$ cat src/source/serial_pkg.sv
// shared widths and types for the serial port; buf_size caps one transfer, counts run 0..buf_size
package serial_pkg;

	// most bits a single transfer can carry
	localparam int buf_size = 16;

	// enough bits to hold 0..buf_size inclusive
	localparam int count_w = $clog2(buf_size + 1);

	// data word, msb-aligned on the way out
	// right-aligned when it comes back as a result
	typedef logic [buf_size-1:0] data_t;

	// bit count of a transfer
	typedef logic [count_w-1:0] count_t;

	// command from the host
	// only the top count bits of data are sent
	typedef struct packed {
		count_t count;
		data_t  data;
	} serial_cmd_t;

	// result back to the host
	// data holds the sampled bits, last one in the lsb
	typedef struct packed {
		count_t count;
		data_t  data;
	} serial_result_t;

endpackage

$ cat src/source/serial_bit_timer.sv
// CLK_DIV must be even and at least 2; sclk idles low and rises mid bit, after the sample strobe
`timescale 1ns/10ps

module serial_bit_timer #(
	parameter int CLK_DIV = 4
) (
	input  logic sys_clk,
	input  logic rst,
	input  logic start,
	input  logic stop,
	output logic bit_strobe,
	output logic sample_strobe,
	output logic sclk
);

	localparam int phase_w = (CLK_DIV > 2) ? $clog2(CLK_DIV) : 1;

	typedef logic [phase_w-1:0] phase_t;

	logic   run;
	logic   run_next;
	phase_t phase;
	phase_t phase_next;

	// phase counts through a bit period that ends at phase 0
	always_comb begin
		run_next   = run;
		phase_next = phase;
		if (stop) begin
			run_next   = 1'b0;
			phase_next = '0;
		end else if (start) begin
			// first cycle after start is phase 1
			run_next   = 1'b1;
			phase_next = phase_t'(1);
		end else if (run) begin
			if (phase == phase_t'(CLK_DIV - 1))
				phase_next = '0;
			else
				phase_next = phase + phase_t'(1);
		end
	end

	// outputs registered from the next phase so they line up with it
	always_ff @(posedge sys_clk or posedge rst) begin
		if (rst) begin
			run           <= 1'b0;
			phase         <= '0;
			bit_strobe    <= 1'b0;
			sample_strobe <= 1'b0;
			sclk          <= 1'b0;
		end else begin
			run           <= run_next;
			phase         <= phase_next;
			bit_strobe    <= run_next && (phase_next == '0);
			sample_strobe <= run_next && (phase_next == phase_t'(CLK_DIV / 2));
			// high over the second half including phase 0
			sclk <= run_next && ((phase_next == '0) ||
				(phase_next > phase_t'(CLK_DIV / 2)));
		end
	end

	// each bit period is sampled half a period before it ends
	a_sample_before_bit: assert property (@(posedge sys_clk) disable iff (rst)
		bit_strobe |-> $past(sample_strobe, CLK_DIV / 2));

endmodule

$ cat src/source/serial_cmd_decode.sv
// accepts commands only while idle; counts outside 1..buf_size raise cmd_error and start nothing
`timescale 1ns/10ps

module serial_cmd_decode (
	input  logic                    sys_clk,
	input  logic                    rst,
	input  serial_pkg::serial_cmd_t cmd,
	input  logic                    cmd_valid,
	input  logic                    done,
	output logic                    start,
	output serial_pkg::serial_cmd_t xfer,
	output logic                    busy,
	output logic                    cmd_error
);

	typedef enum logic {
		st_idle,
		st_busy
	} state_t;

	state_t state;
	logic   count_ok;
	logic   accept;

	// count must be nonzero and fit the buffer
	assign count_ok = (cmd.count != '0) &&
		(cmd.count <= serial_pkg::count_t'(serial_pkg::buf_size));

	// cmd_valid while busy falls through here
	assign accept = (state == st_idle) && cmd_valid && count_ok;

	assign busy = (state == st_busy);

	always_ff @(posedge sys_clk or posedge rst) begin
		if (rst) begin
			state     <= st_idle;
			start     <= 1'b0;
			cmd_error <= 1'b0;
		end else begin
			// both are single cycle pulses
			start     <= 1'b0;
			cmd_error <= 1'b0;
			case (state)
				st_idle: begin
					if (accept) begin
						start <= 1'b1;
						state <= st_busy;
					end else if (cmd_valid) begin
						cmd_error <= 1'b1;
					end
				end
				st_busy: begin
					// write buffer has sent its last bit
					if (done)
						state <= st_idle;
				end
				default: state <= st_idle;
			endcase
		end
	end

	// held for the whole transfer, both buffers read it on start
	always_ff @(posedge sys_clk) begin
		if (accept)
			xfer <= cmd;
	end

	a_start_err_excl: assert property (@(posedge sys_clk) disable iff (rst)
		!(start && cmd_error));

	// done must come from a transfer this decoder started
	a_done_in_busy: assert property (@(posedge sys_clk) disable iff (rst)
		done |-> (state == st_busy));

endmodule

$ cat src/source/serial_port.sv
// spi style master without chip select or cpol/cpha; host must wait for busy low before cmd_valid
`timescale 1ns/10ps

module serial_port #(
	parameter int CLK_DIV = 4
) (
	input  logic                       sys_clk,
	input  logic                       rst,
	input  serial_pkg::serial_cmd_t    cmd,
	input  logic                       cmd_valid,
	input  logic                       sdi,
	output logic                       busy,
	output logic                       cmd_error,
	output logic                       sdo,
	output logic                       sclk,
	output serial_pkg::serial_result_t result,
	output logic                       result_valid
);

	logic                    start;
	logic                    done;
	logic                    bit_strobe;
	logic                    sample_strobe;
	serial_pkg::serial_cmd_t xfer;

	// command check and busy level
	serial_cmd_decode u_decode (
		.sys_clk   (sys_clk),
		.rst       (rst),
		.cmd       (cmd),
		.cmd_valid (cmd_valid),
		.done      (done),
		.start     (start),
		.xfer      (xfer),
		.busy      (busy),
		.cmd_error (cmd_error)
	);

	// bit periods, runs until the write side is done
	serial_bit_timer #(
		.CLK_DIV (CLK_DIV)
	) u_timer (
		.sys_clk       (sys_clk),
		.rst           (rst),
		.start         (start),
		.stop          (done),
		.bit_strobe    (bit_strobe),
		.sample_strobe (sample_strobe),
		.sclk          (sclk)
	);

	serial_write_buffer u_write (
		.sys_clk    (sys_clk),
		.rst        (rst),
		.start      (start),
		.xfer       (xfer),
		.bit_strobe (bit_strobe),
		.sdo        (sdo),
		.done       (done)
	);

	serial_read_buffer u_read (
		.sys_clk       (sys_clk),
		.rst           (rst),
		.start         (start),
		.xfer          (xfer),
		.sample_strobe (sample_strobe),
		.sdi           (sdi),
		.result        (result),
		.result_valid  (result_valid)
	);

	// last sample lands before the final write strobe, so busy is still up
	a_result_in_busy: assert property (@(posedge sys_clk) disable iff (rst)
		result_valid |-> busy);

endmodule

$ cat src/source/serial_read_buffer.sv
// samples xfer.count bits from sdi; result is right-aligned and holds until the next transfer ends
`timescale 1ns/10ps

module serial_read_buffer (
	input  logic                       sys_clk,
	input  logic                       rst,
	input  logic                       start,
	input  serial_pkg::serial_cmd_t    xfer,
	input  logic                       sample_strobe,
	input  logic                       sdi,
	output serial_pkg::serial_result_t result,
	output logic                       result_valid
);

	// bits still to sample
	serial_pkg::count_t remaining;

	// count of the running transfer
	serial_pkg::count_t count_q;

	// filled from the lsb end
	serial_pkg::data_t shift;
	serial_pkg::data_t shift_next;

	logic active;
	logic take;
	logic last;

	assign take = active && sample_strobe;
	assign last = take && (remaining == serial_pkg::count_t'(1));

	assign shift_next = {shift[serial_pkg::buf_size-2:0], sdi};

	// control
	always_ff @(posedge sys_clk or posedge rst) begin
		if (rst) begin
			active       <= 1'b0;
			remaining    <= '0;
			result_valid <= 1'b0;
		end else begin
			result_valid <= 1'b0;
			if (start) begin
				active    <= 1'b1;
				remaining <= xfer.count;
			end else if (take) begin
				remaining <= remaining - serial_pkg::count_t'(1);
				if (last) begin
					// late strobes are dropped from here on
					active       <= 1'b0;
					result_valid <= 1'b1;
				end
			end
		end
	end

	// payload
	always_ff @(posedge sys_clk) begin
		if (start) begin
			shift   <= '0;
			count_q <= xfer.count;
		end else if (take) begin
			shift <= shift_next;
		end
		if (!start && last) begin
			result.count <= count_q;
			result.data  <= shift_next;
		end
	end

endmodule

$ cat src/source/serial_write_buffer.sv
// sends the top xfer.count bits of xfer.data msb first; start is only taken in the idle state
`timescale 1ns/10ps

module serial_write_buffer (
	input  logic                    sys_clk,
	input  logic                    rst,
	input  logic                    start,
	input  serial_pkg::serial_cmd_t xfer,
	input  logic                    bit_strobe,
	output logic                    sdo,
	output logic                    done
);

	typedef enum logic [1:0] {
		st_reset,
		st_idle,
		st_write
	} state_t;

	state_t state;

	// the msb goes to sdo right away and only the rest is kept here
	logic [serial_pkg::buf_size-2:0] write_buf;

	// bits still to go after the one on sdo
	serial_pkg::count_t ctr;

	always_ff @(posedge sys_clk or posedge rst) begin
		if (rst) begin
			state <= st_reset;
			sdo   <= 1'b0;
			done  <= 1'b0;
			ctr   <= '0;
		end else begin
			done <= 1'b0;
			case (state)
				st_reset: begin
					// one pass through here clears the line
					sdo   <= 1'b0;
					ctr   <= '0;
					state <= st_idle;
				end
				st_idle: begin
					if (start) begin
						sdo   <= xfer.data[serial_pkg::buf_size-1];
						ctr   <= xfer.count - serial_pkg::count_t'(1);
						state <= st_write;
					end
				end
				st_write: begin
					if (bit_strobe) begin
						if (ctr == '0) begin
							// strobe after the last bit ends it
							done  <= 1'b1;
							sdo   <= 1'b0;
							state <= st_idle;
						end else begin
							sdo <= write_buf[serial_pkg::buf_size-2];
							ctr <= ctr - serial_pkg::count_t'(1);
						end
					end
				end
				default: state <= st_reset;
			endcase
		end
	end

	// remaining bits move up toward sdo
	always_ff @(posedge sys_clk) begin
		if (state == st_reset)
			write_buf <= '0;
		else if (state == st_idle && start)
			write_buf <= xfer.data[serial_pkg::buf_size-2:0];
		else if (state == st_write && bit_strobe)
			write_buf <= write_buf << 1;
	end

	// a new transfer may only start once the last one is done
	a_start_in_idle: assert property (@(posedge sys_clk) disable iff (rst)
		start |-> (state == st_idle));

endmodule

$ cat config.mk
export PLATFORM = sky130hd
export DESIGN_NAME = serial_port
export DESIGN_NICKNAME = d
export VERILOG_FILES = /design/src/source/serial_pkg.sv /design/src/source/serial_bit_timer.sv /design/src/source/serial_cmd_decode.sv /design/src/source/serial_port.sv /design/src/source/serial_read_buffer.sv /design/src/source/serial_write_buffer.sv
export SDC_FILE = /design/constraint.sdc
export NUM_CORES = 1
export LEC_CHECK = 0
export ABC_AREA = 1
export BUFFER_PORTS_ARGS = -buffer_cell sky130_fd_sc_hd__clkbuf_2
export CAP_MARGIN = 20
export CORE_MARGIN = 3
export CORE_UTILIZATION = 33
export DETAILED_ROUTE_END_ITERATION = 8
export HOLD_SLACK_MARGIN = 0.03
export SYNTH_ARGS = -nofsm -noshare
export SYNTH_HDL_FRONTEND = slang
export SYNTH_SLANG_ARGS = --single-unit
export TNS_END_PERCENT = 10
$ cat constraint.sdc
create_clock -name sys_clk -period 5.9 [get_ports sys_clk]
set_clock_uncertainty 0.2 [all_clocks]
set_input_delay 1.18 -clock sys_clk [delete_from_list [all_inputs] [get_ports sys_clk]]
set_output_delay 1.18 -clock sys_clk [all_outputs]
set_load 0.02 [all_outputs]
After elaboration in Yosys (flattened, before gate mapping):

Index checks and enable logic that the tools add are counted.

* bits in registers: 102
* input bits: 25
* output and inout port bits: 26
* word-level logic and storage cells: 101

* add/sub/neg operators: 4
* order comparisons: 2
* equal/unequal tests: 9
* multiplexer cells: 38
* bitwise operators: 1
* reduce and logical (&&, ||, !) cells: 25

Operators with widths (count)
* 15-bit two-way mux: 2
* 5-bit two-way mux: 5
* 1-bit two-way mux: 20
* 5-bit case mux with 3 select lines: 1
* 5-bit by 1-bit subtractor with 5-bit output, second input constant: 3
* 2-bit two-way mux: 7
* 1-bit logical AND: 11
* 2-bit == test, second input constant: 3
* 2-bit inequality test, second input constant: 3
* 2-bit case mux with 3 select lines: 1
* 3-bit AND reduction: 2
* 2-bit nonzero test: 3
* 5-bit by 1-bit == test with 1-bit output, second input constant: 1
* 5-bit <= comparator, second input constant: 1
* 5-bit logical NOT: 1
* 5-bit nonzero test: 1
* 2-bit logical NOT: 2
* 4-bit AND reduction: 1
* 1-bit case mux with 3 select lines: 1
* 3-bit nonzero test: 1
* 2-bit by 1-bit adder with 2-bit output, second input constant: 1
* 2-bit by 1-bit == test with 1-bit output, second input constant: 1
* 2-bit > comparator, second input constant: 1
* 2-bit by 1-bit inequality test with 1-bit output, second input constant: 1
* 5 further kinds: 5

Longest topological paths before layout:

* depth after elaboration: 8
* gate-level depth with buffers: 11
* mapped depth without buffers: 11

Cells and area by module:

A second synthesis with hierarchy kept.

* cell total of the unflattened synthesis: 401
* area total of the unflattened synthesis: 4175.3 um^2

By module, submodules not included
* serial_read_buffer: instances 1, cells an instance 131, area each 1785.5 um^2, sequential area each 1256.2 um^2
* serial_write_buffer: instances 1, cells an instance 197, area each 1330.0 um^2, sequential area each 525.5 um^2
* serial_cmd_decode: instances 1, cells an instance 40, area each 784.5 um^2, sequential area each 705.7 um^2
* serial_bit_timer: instances 1, cells an instance 33, area each 275.3 um^2, sequential area each 150.1 um^2

Least setup slack after synthesis:

OpenSTA, ideal clock, no wires.

* path type: input to register
* start point: input port cmd[19] (netlist bit)
* end point: register u_decode.xfer[0] (netlist name)
* setup time: 399 ps
* arrival: 2421 ps
* required time: 5301 ps
* slack: 2881 ps
* stages: 5
* buffers on the path: 0
* cells stage by stage: nor2_1 -> nand3_1 -> nand2_1 -> nand2_1 -> nor2_1

* cells in the longest elaborated chain, start to end: 3
* elaborated cells on any way between the ends: 4
* classes of those cells: 1 x order compare; 3 x reduce/logical

RTL lines
* start: declaration: line serial_port.sv:9 `input serial_pkg::serial_cmd_t cmd,`
* 5-bit <= comparator or 5-bit nonzero test (tied branches): line serial_cmd_decode.sv:27, serial_cmd_decode.sv:26
* 1-bit logical AND (*): line serial_cmd_decode.sv:26 `assign count_ok = (cmd.count != '0) &&`
* 1-bit logical AND (*): line serial_cmd_decode.sv:30 `assign accept = (state == st_idle) && cmd_valid && count_ok;`
* via u_decode.accept: line serial_cmd_decode.sv:23 `logic accept;`

Mark *: on every way through the listed nets, which the timed path passes. The rest lies on a longest branch.
A chain may end at the register's enable or synchronous reset.

Worst setup path after layout:

* start point: register u_decode.start
* end point: register u_read.result[18] (netlist name)

* cells in the longest elaborated chain, start to end: 2

RTL lines
* start: declaration: line serial_cmd_decode.sv:10 `output logic start,`
* start signal: assignment: line serial_cmd_decode.sv:37 `start <= 1'b0;`
* start signal: assignment: line serial_cmd_decode.sv:41 `start <= 1'b0;`
* start signal: assignment: line serial_cmd_decode.sv:46 `start <= 1'b1;`
* 1-bit logical NOT: line serial_read_buffer.sv:64 `if (!start && last) begin`
* 1-bit logical AND: line serial_read_buffer.sv:64

No other way between the ends.

==> results.md <==
Critical path:
- The stage delay of the slowest cell on the critical path is about 0.57 ns.
- The setup slack on the worst flop-to-flop path is 3.27 ns.
- The cell family contributing the most delay on the critical path is simple AND/OR/NAND/NOR gates.
- The depth of the worst register-to-register path is 4.
- The buffers plus inverters on the worst setup path is 2.
- The startpoint-to-endpoint class of the critical path is reg -> reg.
- The maximum fanout along the worst path is 21.
- The kind of end point of the critical path is a register.
- The critical path crosses 4 cells after its start point.
- Traced cell by cell, the critical path runs through inv_1, nand2_1, nor2_2, buf_8.
- For the worst setup path, the data required time is ~5.8 ns.
- The startpoint identified for the worst register-to-register timing path is u_decode.start$_DFF_PP0_.
- The end of the worst register-to-register path is u_read.result[18]$_DFFE_PP_.
- For this design, the slowest cell found on the critical path is sky130_fd_sc_hd__nor2_2.
- The data arrival time of the critical path is ~2.5 ns.
- The critical path launch point type is a register.

Hold path:
- The worst hold path belongs to the class reg -> reg.
- The worst hold path passes through 0 cells.
- The start point of the worst min-delay path is u_read.count_q[4]$_DFFE_PP_.
- The terminating pin of the worst hold path is u_read.result[20]$_DFFE_PP_.

Synth:
- Synthesis handed over a netlist of between 300 and 400 instances.
- The count of synthesis-stage warnings from yosys is 0.
- Yosys mapped a number of flops with a built-in enable equal to 47.
- The biggest area consumer among synthesized cells is sky130_fd_sc_hd__edfxtp_1.
- After synthesis, the netlist uses 27 different library cells.
- The cell area that synthesis handed to floorplanning was roughly 4000 sq um.
- The prevailing post-synth register cell is sky130_fd_sc_hd__edfxtp_1.
- The post-synthesis net count is ~420.
- The average instance area after synthesis is roughly 11 sq um.
- Summing the sequential cell areas from Yosys gives between 60% and 70% of the chip area.
- The count of state elements after synthesis is 102.
- The area share of the leading cell type in the synthesized netlist is 35.15%.
- The async set-reset flop share out of synthesis is about a quarter.
- In the post-synthesis netlist, the biggest area contributors are sky130_fd_sc_hd__edfxtp_1, sky130_fd_sc_hd__dfrtp_1, sky130_fd_sc_hd__dfxtp_1.

Routing:
- The antenna violation net count after detailed routing is 0.
- For this run, design rule violations remaining after detail routing come to 0.
- The length of the first detailed-routing pass in iterations is 4.
- The routed design has a little over 7000 um of wire.
- The mean number of vias per cell is ~4.7.
- Across all layers, the routed design uses 2709 vias.
- Dividing the detail-routed wire length by the instance count gives about 13 um.
- The initial detailed-routing violation count is about 200.

Clock tree:
- The H-tree was split into 3 levels.
- The tree built by TritonCTS fans out to about 100 sinks.
- The TritonCTS clock tree is yes.
- The clock-pin slew reported for the worst setup and hold paths after clock tree synthesis is about 0.070 ns.
- The clock tree buffer depth is 2.
- The hold buffer count at cts is 0.
- TritonCTS created 9 clock buffers.
- Clock latency on the worst-skew pair, taken at its later pin, is around 0.34 ns.
- Post-CTS repair changed the size of 0 cells.
- In this run the clock root is driven by a sky130_fd_sc_hd__clkbuf_16.
- Buffers added to address setup during post-CTS repair amount to 0.

Timing:
- The setup-violating endpoint count in the final report is 0.
- The worst hold margin is 0.2261 ns.
- The slack of the critical path is about 3.3 ns.
- The final critical path takes up between 40 and 50% of the cycle.
- The max-slew violation count is 0.
- After routing, the total negative slack on setup checks comes to 0 ns.
- The worst slew margin relative to its limit is 55.16%.
- The clock period could shrink to approximately 2.6 ns.
- The transition time at the pin with the least slew margin is roughly 0.67 ns.
- The maximum operating frequency is 379.7 MHz.
- The count of endpoints failing hold in the final timing report was 0.
- Setup repair after global routing left no endpoint under its margin.

Floorplanning:
- From bottom edge to top edge, the die measures approximately 120 um.
- The floorplan has 39 rows.
- For this design the top-level I/O count stands at 51.
- The initial core utilization is about a third.
- The overall die width is around 120 um.
- The die covers 13530 sq um.
- The core footprint is around 12000 sq um.

Power and ir drop:
- The leakage dissipation is around 2.1 nW.
- The total power of the final layout is roughly 1.3 mW.
- IR analysis of the VDD net gives a maximum drop of 0.1221 mV.
- Power spread over the standard cell area amounts to 283.3 nW/um^2.

Place:
- Before CTS, the worst setup slack after placement is ~2.9 ns.
- Counting tap cells, the placed design contains a total of around 560 instances.
- Detailed placement finished with a half-perimeter wire length of 5064 um.
- In this run the tool buffered the top-level ports with 50 buffer cells.
- The instance area after placement is roughly 4400 sq um.
- The routability congestion estimate is 0.7988.

GRT:
- The number of antenna violations at the first check in global routing is 0.
- Global routing consumed, over all layers together, a little under an eighth of the routing resources.
- The largest net degree at the start of global routing is 26.
- The global-route congestion overflow total is 0.
- The first global-routing pass estimated between 10000 and 15000 um of wire.
- The via count of the first global-routing pass is 2619.

Layout:
- The core occupancy in the finished layout is between 40 and 50%.
- From synthesis to final layout, the design area changed by 17.67%.
- In the final layout, the multi-input gates occupy 1095 sq um.
- The proportion of layout cells with a drive suffix above 1 is 17.08%.
- In the final design database the tool counted about 470 nets.
- After filler insertion, the fill cell instance count of the layout stands at between 1000 and 1500.
- The repair_antennas step left the layout with diodes totalling 0.
- The finished cells cover around 4700 sq um.
- The total area of sequential cells is 2638 sq um.
- The filler-free cell count of the finished design is around 580.

Outcome:
- The run finished with clean final reports.

Run:
- The number of max-capacitance violations reported is 0.
-- worst reg2reg max path, stage by stage, from the launching register on --
cell and delay [ns]:
sky130_fd_sc_hd__dfrtp_1 0.53, sky130_fd_sc_hd__inv_1 0.33, sky130_fd_sc_hd__nand2_1 0.48, sky130_fd_sc_hd__nor2_2 0.57, sky130_fd_sc_hd__buf_8 0.23
-- cells in the mapped netlist, types with 5 or more instances --
| cell | n |
|---|---|
| sky130_fd_sc_hd__edfxtp_1 | 47 |
| sky130_fd_sc_hd__o21ai_1 | 7 |
| sky130_fd_sc_hd__dfxtp_1 | 30 |
| sky130_fd_sc_hd__inv_1 | 53 |
| sky130_fd_sc_hd__nand3_1 | 14 |
| sky130_fd_sc_hd__dfrtp_1 | 25 |
| sky130_fd_sc_hd__nand2_1 | 77 |
| sky130_fd_sc_hd__nand4_1 | 10 |
| sky130_fd_sc_hd__a21oi_1 | 10 |
| sky130_fd_sc_hd__o22ai_1 | 16 |
| sky130_fd_sc_hd__o21ai_0 | 9 |
| sky130_fd_sc_hd__nor2_1 | 35 |
| sky130_fd_sc_hd__ha_1 | 12 |
| sky130_fd_sc_hd__buf_2 | 5 |
| sky130_fd_sc_hd__a31oi_1 | 8 |
-- state kept, by name, summed over array words and instances (netlist names), 2 cells and up --
register	cells
u_write.ctr	5
u_timer.phase	2
u_decode.xfer	21
u_read.result	21
u_read.remaining	5
u_read.shift	15
u_write.write_buf	15
u_write.state	2
u_read.count_q	5
-- cells by family after synthesis --
logic type                 synth area share (%)
buffers and inverters                     7.105
AOI/OAI and AO/OA                         8.196
xor gates and xnor gates                 0.6545
and+or+nand+nor                           14.62
DFF                                       65.69
adders and majority gates                 3.739
-- area by class of cell --
class | instances | share of cell area, %
multi-input cells | 213 | 23.17
clock buffers | 9 | 4.767
repair buffers | 53 | 6.356
flip-flops and latches | 102 | 55.83
clock inverters | 7 | 1.721
inverters | 55 | 4.370
well taps | 143 | 3.787
-- how the worst max path moves through the flow --
| stage | start | end |
|---|---|---|
| final | u_decode.start$_DFF_PP0_ | u_read.result[18]$_DFFE_PP_ |
| after global routing | u_decode.start$_DFF_PP0_ | u_read.result[2]$_DFFE_PP_ |
| after CTS | u_decode.start$_DFF_PP0_ | u_read.result[3]$_DFFE_PP_ |
| after detailed placement | u_decode.start$_DFF_PP0_ | u_read.result[18]$_DFFE_PP_ |
| after global placement | u_decode.start$_DFF_PP0_ | u_read.result[17]$_DFFE_PP_ |
| after floorplan | cmd[19] | u_decode.xfer[0]$_DFFE_PP_ |
-- where the power goes --
| group | switching (mW) | leakage (nW) | internal [mW] |
|---|---|---|---|
| logic | 0.00805 | 0.948 | 0.00797 |
| registers | 0 | 0.964 | 0.737 |
| clock network | 0.282 | 0.150 | 0.303 |
| total | 0.290 | 2.06 | 1.05 |
-- layout by cell type (no fill, tap or decap), drive strengths merged --
cell type and n:
nor3 3, buf 3, clkbuf 59, a21oi 10
nand4 10, a31oi 8, ha 12, o221ai 3
o22ai 16, clkinv 3, xnor2 1, o21ai 16
a211oi 1, o21bai 2, xor2 2, dfrtp 25
nand2 80, dfxtp 30, nor2 35, nand3 14
inv 59, edfxtp 47
-- layer usage --
metal,up-vias,wire length [um],GRT usage [%]
li1,1382,-,-
met1,1254,3532,15.50
met2,64,3298,17.35
met3,9,336,3.212
met4,0,112,4.718
met5,-,0,0
Note: power is estimated with default switching activity, not from simulation.
